==> config.mk <==
export PLATFORM = sky130hd
export DESIGN_NAME = chipRegBridge
export DESIGN_NICKNAME = d
export VERILOG_FILES = /design/src/hw/chipBusPkg.sv /design/src/hw/chipRegBridge.sv /design/src/hw/chipRegCycle.sv /design/src/hw/colorClockSync.sv /design/src/hw/regSpaceDecode.sv
export SDC_FILE = /design/constraint.sdc
export NUM_CORES = 1
export LEC_CHECK = 0
export BUFFER_PORTS_ARGS = -buffer_cell sky130_fd_sc_hd__buf_2
export CORE_MARGIN = 2
export CORE_UTILIZATION = 46
export DETAILED_ROUTE_END_ITERATION = 8
export PLACE_DENSITY_LB_ADDON = 0.2
export SYNTH_ARGS = -nofsm -noshare
export SYNTH_HDL_FRONTEND = slang
export SYNTH_SLANG_ARGS = --single-unit
==> constraint.sdc <==
create_clock -name CLK40 -period 5.8 [get_ports CLK40]
set_clock_uncertainty 0.15 [all_clocks]
set_input_delay 0.29 -clock CLK40 [delete_from_list [all_inputs] [get_ports CLK40]]
set_output_delay 0.29 -clock CLK40 [all_outputs]
set_load 0.03 [all_outputs]
==> src/hw/chipBusPkg.sv <==
/* Chipset register bridge
   Shared bus types */
package chipBusPkg;

    //////////////////////////////
    // Address window
    //////////////////////////////

    localparam logic [11:0] REG_BASE_HI = 12'hDFF;  // Custom chip registers live at DFFxxx
    localparam logic [1:0]  SIZ_BYTE    = 2'b01;    // 68000 size code for one byte

    //////////////////////////////
    // Bus bundles
    //////////////////////////////

    // CPU side request, held until regTa
    typedef struct packed {
        logic        valid;  // Request pending
        logic        rnw;    // High for read
        logic [1:0]  siz;    // 01 byte, 10 word, 00 long
        logic [23:0] addr;
    } cpuReq_t;

    // Byte lanes in use, high active
    typedef struct packed {
        logic upper;  // D15..D8, even byte
        logic lower;  // D7..D0, odd byte
    } laneSel_t;

    // Colour clock phase strobes, one CLK40 wide
    typedef struct packed {
        logic s2Edge;  // C3 falls with C1 low
        logic s4Edge;  // C3 rises with C1 high
        logic s7Edge;  // C1 rises with C3 low
    } ccPhase_t;

    // Chip side register bus
    typedef struct packed {
        logic       nAs;     // Address strobe
        logic       nUds;    // Upper data strobe
        logic       nLds;    // Lower data strobe
        logic       rnw;
        logic [7:0] regNum;  // Word register number
    } chipBus_t;

    // MC68000 states 2, 4, 6 and 7
    typedef enum logic [1:0] {
        stIdle   = 2'd0,
        stWaitS4 = 2'd1,
        stWaitS6 = 2'd2,
        stEnd    = 2'd3
    } regState_t;

endpackage

==> src/hw/chipRegBridge.sv <==
/* Chipset register bridge top */
`timescale 1ns/1ps

module chipRegBridge (
    input  logic                 CLK40,
    input  logic                 nRESET,
    input  logic                 C1,
    input  logic                 C3,
    input  logic                 nDbr,
    input  logic                 casAgnus,
    input  chipBusPkg::cpuReq_t  req,
    output chipBusPkg::chipBus_t bus,
    output logic                 nRegEn,
    output logic                 regTa,
    output logic                 regCycle
);
    import chipBusPkg::*;

    ccPhase_t   phase;   // Colour clock strobes
    logic       regHit;
    laneSel_t   lanes;
    logic [7:0] regNum;

    // C1 and C3 into CLK40 domain
    colorClockSync uSync (
        .CLK40  (CLK40),
        .nRESET (nRESET),
        .C1     (C1),
        .C3     (C3),
        .phase  (phase)
    );

    // Address window and lanes
    regSpaceDecode uDecode (
        .req    (req),
        .regHit (regHit),
        .lanes  (lanes),
        .regNum (regNum)
    );

    chipRegCycle uCycle (
        .CLK40    (CLK40),
        .nRESET   (nRESET),
        .phase    (phase),
        .regHit   (regHit),
        .rnw      (req.rnw),
        .lanes    (lanes),
        .regNum   (regNum),
        .nDbr     (nDbr),
        .casAgnus (casAgnus),
        .bus      (bus),
        .nRegEn   (nRegEn),
        .regTa    (regTa),
        .regCycle (regCycle)
    );

endmodule

==> src/hw/chipRegCycle.sv <==
/* MC68000 style register cycle */
`timescale 1ns/1ps

module chipRegCycle (
    input  logic                 CLK40,
    input  logic                 nRESET,
    input  chipBusPkg::ccPhase_t phase,
    input  logic                 regHit,
    input  logic                 rnw,
    input  chipBusPkg::laneSel_t lanes,
    input  logic [7:0]           regNum,
    input  logic                 nDbr,
    input  logic                 casAgnus,
    output chipBusPkg::chipBus_t bus,
    output logic                 nRegEn,
    output logic                 regTa,
    output logic                 regCycle
);
    import chipBusPkg::*;

    regState_t  state;
    logic       asEn;       // Address strobe active
    logic       dsEn;       // Data strobes allowed
    logic       regEnQ;
    logic       taQ;        // Acknowledge strobe
    logic       cycleQ;
    laneSel_t   laneLat;    // Lanes captured at state 2
    logic       rnwLat;
    logic [7:0] regNumLat;
    logic       startCycle;
    logic       dmaFree;

    assign startCycle = phase.s2Edge && regHit;  // Cycles only open at state 2
    assign dmaFree    = nDbr && !casAgnus;       // Agnus owns the bus otherwise

    //////////////////////////////
    // Cycle FSM
    //////////////////////////////

    always_ff @(negedge CLK40 or negedge nRESET) begin
        if (!nRESET) begin
            state  <= stIdle;
            asEn   <= 1'b0;
            dsEn   <= 1'b0;
            regEnQ <= 1'b0;
            taQ    <= 1'b0;
            cycleQ <= 1'b0;
        end else begin
            taQ <= 1'b0;  // One clock wide unless set below
            case (state)
                stIdle: begin
                    if (startCycle) begin
                        asEn   <= 1'b1;
                        regEnQ <= 1'b1;
                        cycleQ <= 1'b1;
                        dsEn   <= rnw;  // Reads strobe early
                        state  <= stWaitS4;
                    end else begin
                        cycleQ <= 1'b0;  // Drops one clock after the cycle ends
                    end
                end
                stWaitS4: begin
                    if (phase.s4Edge) begin
                        dsEn <= 1'b1;  // Write data strobes
                        if (dmaFree) begin
                            state <= stWaitS6;
                        end
                        // else wait for the next S4
                    end
                end
                stWaitS6: begin
                    if (phase.s2Edge) begin
                        taQ   <= rnwLat;  // Read data valid here
                        state <= stEnd;
                    end
                end
                stEnd: begin
                    if (phase.s7Edge) begin
                        asEn   <= 1'b0;
                        dsEn   <= 1'b0;
                        regEnQ <= 1'b0;
                        taQ    <= !rnwLat;  // Write done as strobes release
                        state  <= stIdle;
                    end
                end
                default: state <= stIdle;
            endcase
        end
    end

    // Request payload, held for the whole cycle
    always_ff @(negedge CLK40) begin
        if ((state == stIdle) && startCycle) begin
            laneLat   <= lanes;
            rnwLat    <= rnw;
            regNumLat <= regNum;
        end
    end

    //////////////////////////////
    // Outputs
    //////////////////////////////

    always_comb begin
        bus.nAs    = !asEn;
        bus.nUds   = !(laneLat.upper && dsEn);
        bus.nLds   = !(laneLat.lower && dsEn);
        bus.rnw    = rnwLat;
        bus.regNum = regNumLat;
    end

    assign nRegEn   = !regEnQ;
    assign regTa    = taQ;
    assign regCycle = cycleQ;

    // Acknowledge is a strobe, never a level
    assert property (@(negedge CLK40) disable iff (!nRESET) regTa |=> !regTa)
        else $error("regTa high for two clocks");

    // Data strobes only inside an address strobe
    assert property (@(negedge CLK40) disable iff (!nRESET)
        (!bus.nUds || !bus.nLds) |-> !bus.nAs)
        else $error("data strobe active with nAs high");

endmodule

==> src/hw/colorClockSync.sv <==
/* Colour clock synchroniser */
`timescale 1ns/1ps

module colorClockSync (
    input  logic                 CLK40,
    input  logic                 nRESET,
    input  logic                 C1,
    input  logic                 C3,
    output chipBusPkg::ccPhase_t phase
);

    logic [1:0] c1Hist;  // [1] older sample, [0] newer sample
    logic [1:0] c3Hist;

    //////////////////////////////
    // Two stage history
    //////////////////////////////

    always_ff @(posedge CLK40 or negedge nRESET) begin
        if (!nRESET) begin
            c1Hist <= 2'b11;  // Both clocks read as high out of reset
            c3Hist <= 2'b11;
        end else begin
            c1Hist <= {c1Hist[0], C1};
            c3Hist <= {c3Hist[0], C3};
        end
    end

    //////////////////////////////
    // Phase edge decode
    //////////////////////////////

    always_comb begin
        phase.s2Edge = (c1Hist == 2'b00) && (c3Hist == 2'b10);  // C3 falling, C1 low
        phase.s4Edge = (c1Hist == 2'b11) && (c3Hist == 2'b01);  // C3 rising, C1 high
        phase.s7Edge = (c1Hist == 2'b01) && (c3Hist == 2'b00);  // C1 rising, C3 low
    end

    // C1 and C3 run in quadrature, so only one of them switches per sample
    assert property (@(posedge CLK40) disable iff (!nRESET)
        !((c1Hist[1] != c1Hist[0]) && (c3Hist[1] != c3Hist[0])))
        else $error("C1 and C3 changed in the same clock");

endmodule

==> src/hw/regSpaceDecode.sv <==
/* Register window decode */
`timescale 1ns/1ps

module regSpaceDecode (
    input  chipBusPkg::cpuReq_t  req,
    output logic                 regHit,
    output chipBusPkg::laneSel_t lanes,
    output logic [7:0]           regNum
);
    import chipBusPkg::*;

    logic inWindow;
    logic evenByte;

    //////////////////////////////
    // Window compare
    //////////////////////////////

    assign inWindow = (req.addr[23:12] == REG_BASE_HI);
    assign regHit   = req.valid && inWindow;  // Level, follows the held request

    //////////////////////////////
    // Byte lanes
    //////////////////////////////

    // Byte access to an even address uses the upper lane only
    assign evenByte = (req.siz == SIZ_BYTE) && !req.addr[0];

    always_comb begin
        lanes.upper = !req.addr[0];  // Even address drives D15..D8
        lanes.lower = !evenByte;     // Words, longs and odd bytes
    end

    //////////////////////////////
    // Register number
    //////////////////////////////

    // Word register index inside the window
    assign regNum = req.addr[8:1];

endmodule

==> flow_summary_export.csv <==
group,metric,value,unit
outcome,status,"finished, final reports clean",
grt,overflow,0,
power,power.leakage,0.626,nW
floorplanning,die_h,48.5,µm
synthesis,synth_seq_cells,21,
power,intPower,0.277,mW
drt,ant_nets,0,
critical_path,cp_data_arrival_time,2.23,ns
synthesis,synthCells,66,
clocking,cts_inserted_buffers,3,
synthesis,yosys_warnings,0,
critical_path,crit_type,"reg -> reg",
grt,grt_use_met2,0.285,
hold_path,worstHoldPathType,"reg -> reg",
final_layout,multi_input_area,293,µm²
synthesis,syn_nets,104,
final_layout,fillCellCount,160,
synthesis,synth.mux.area_fraction,0.0234,
critical_path,path_cells,"nor4b_4, nand4_1, o31a_1, nor3_2, mux2_1",
power,swShare,0.374,
synthesis,synth_area,910,µm²
critical_path,slowest_stage,"dfstp_2",
floorplanning,coreArea,1920,µm²
critical_path,slowest_delay,0.56,ns
grt,grt_antenna_before_repair,0,
final_layout,antenna_cells,0,
critical_path,crit_path_end_kind,"register",
final_layout,synthToLayoutAreaGrowth,39.2,%
final_layout,finalNetCount,166,
drt,drc,0,
floorplanning,die_area,2350,µm²
synthesis,yosysSeqAreaShare,0.644,
critical_path,critical_path_required,2.91,ns
clocking,clk_pin_slew,0.13,ns
timing,fin_setup_tns,0,ns
floorplanning,die_x,48.5,µm
grt,grt_pass1_wl,2870,µm
synthesis,synth_top_family_by_area,"simple AND/OR/NAND/NOR gates",
power,p_comb_frac,0.345,
synthesis,synth-xor-area-share,0,
timing,hold_slack,0.257,ns
placement,post-dp-hpwl,1340,µm
clocking,clockRootBuffer,"clkbuf_4",
critical_path,cpLargestDelayFamily,"simple AND/OR/NAND/NOR gates",
timing,rsz0062_at_grt,"no",
final_layout,layout-drive-gt1-share,0.449,
grt,grt.busiest_layer,"met2",
synthesis,synth_adder_area_share,0.0550,
power,clockPowerShare,0.229,
synthesis,ys_types,32,
timing,slew_viol_final,0,
clocking,postCtsSetupRepairBufs,0,
floorplanning,start_util,0.473,
grt,grtUsageMet3,0.0370,
timing,setup_viol,0,
final_layout,regArea,586,µm²
clocking,post_cts_resized,0,
synthesis,syn_avg_cell_area,13.8,µm²
drt,drtIter0Drc,5,
drt,dr_total_vias,736,
placement,place_congestion,0.810,
critical_path,cp_max_fo,4,
synthesis,synth-simple-area-share,0.165,
critical_path,path_buf_inv,0,
power,pwr-share-seq,0.426,
drt,wire_per_inst,11.2,µm
clocking,clk_path_buf_depth,2,
drt,vias_per_cell,4.78,
power,powerDensity,350,nW/µm²
clocking,worstSkewPairLatency,0.37,ns
drt,dr.pass1.iters,4,
power,peakVddDrop,0.192,mV
grt,met1_usage,0.182,
clocking,htreeDepth,1,
grt,grtUsageTotal,0.164,
floorplanning,io_pins,49,
grt,grt_max_degree,13,
clocking,cts_tree,"done",
placement,io_buffers,45,
power,power.switching,0.166,mW
clocking,cts_num_sinks,21,
drt,wl,1730,µm
run,maxCapViolations,0,
grt,grt_pass1_vias,684,
clocking,hold_buffers,3,
timing,tightest_slew,0.289,ns
floorplanning,row_count,16,
timing,hold_violations,0,
timing,slew-limit-headroom,0.806,
critical_path,worstSetupStartpointType,"register",
synthesis,synth_compound_gate_area_share,0.0715,
## layout by cell type, fill, tap and decap left out, drive strengths merged
cell type and n:
nor2 3, dfstp 4, o32ai 1, mux2i 1
and4 1, a21o 1, o31a 1, nand4b 1
nor4b 2, nand4 1, o21ai 2, nor4 1
clkbuf 3, ha 4, nand2 3, buf 46
o21bai 1, o32a 1, dfrtn 6, nand2b 1
nor2b 1, or4b 1, clkinv 1, inv 16
o31ai 1, a21oi 1, edfxtp 11, nor3 3
and2b 1, dlygate4sd3 3, nand3 3, mux2 1
## cells in the mapped netlist, drive strengths merged
cell type  number  share of area
a21o            1         0.0083
nor4            1         0.0069
mux2i           1          0.011
buf             2          0.017
o21bai          1         0.0083
o32a            1          0.011
and2b           1         0.0083
nand2b          1         0.0069
o21ai           2          0.011
or4b            1          0.011
edfxtp         11           0.36
o31ai           1         0.0083
nand4b          1         0.0096
o32ai           1         0.0096
nand4           1         0.0069
o31a            1         0.0096
a21oi           1         0.0055
nor4b           2          0.036
inv             6          0.025
nor2            3          0.012
ha              4          0.055
dfrtn           6           0.17
nand2           3          0.012
dfstp           4           0.12
and4            1         0.0096
nor2b           1         0.0069
nand3           3          0.017
nor3            3          0.022
mux2            1          0.012
## metal layers
layer / routed length [µm] / part of all wire / vias to the layer above
met4: 36 / 0.021 / 0
met2: 869 / 0.50 / 29
li1: - / - / 363
met3: 92 / 0.053 / 4
met1: 729 / 0.42 / 340
met5: 0 / 0 / -
## sequential cells by signal, indices dropped and copies added (netlist names)
register	count
uCycle.asEn	1
uSync.c3Hist	2
uCycle.state	2
uCycle.regCycle	1
uCycle.regTa	1
uCycle.rnwLat	1
uCycle.regNumLat	8
uSync.c1Hist	2
uCycle.laneLat	2
uCycle.dsEn	1
## final cells by class
class,count,share of cell area
sequential,21,0.462
multi-input combinational,37,0.231
timing repair buffer,49,0.208
clock inverter,12,0.0395
tap,27,0.0267
clock buffer,3,0.0178
inverter,5,0.0148
## final timing paths
check	depth (start not counted)	slack [ns]	to	start
hold / removal	0	0.26	uSync.c1Hist[1]	uSync.c1Hist[0]
max in group asynchronous	2	2.28	uCycle.regCycle	nRESET
hold reg to reg	0	0.26	uSync.c1Hist[1]	uSync.c1Hist[0]
setup reg to reg	5	0.68	uCycle.state[1]	uSync.c3Hist[1]
min in group asynchronous	2	0.42	uSync.c1Hist[0]	nRESET
setup / recovery	5	0.68	uCycle.state[1]	uSync.c3Hist[1]
## through the flow
step | instances | utilization | setup slack (ns) | instance area [µm²] | total power [mW]
final | 154 | 0.659 | 0.683 | 1270 | 0.443
after global placement | 137 | 0.607 | 0.728 | 1170 | 0.351
after CTS | 154 | 0.659 | 0.674 | 1270 | 0.447
after detailed placement | 137 | 0.607 | 0.712 | 1170 | 0.354
after floorplan | 66 | - | 0.239 | 910 | 0.315
after global routing | 154 | 0.659 | 0.549 | 1270 | 0.479
## cells by family after synthesis
group	after synthesis
and+or+nand+nor	22
DFF	21
AOI/OAI and AO/OA	9
buffers and inverters	8
adders and majority gates	4
muxes	2
## power by group through the flow
stage	logic, mW	registers [mW]	clock network, mW
after floorplan	0.114	0.188	0.0125
after global placement	0.148	0.190	0.0125
after detailed placement	0.151	0.191	0.0125
after CTS	0.153	0.189	0.105
after global routing	0.168	0.191	0.119
final	0.153	0.189	0.101
No activity file was read; power rests on OpenSTA's default activity.
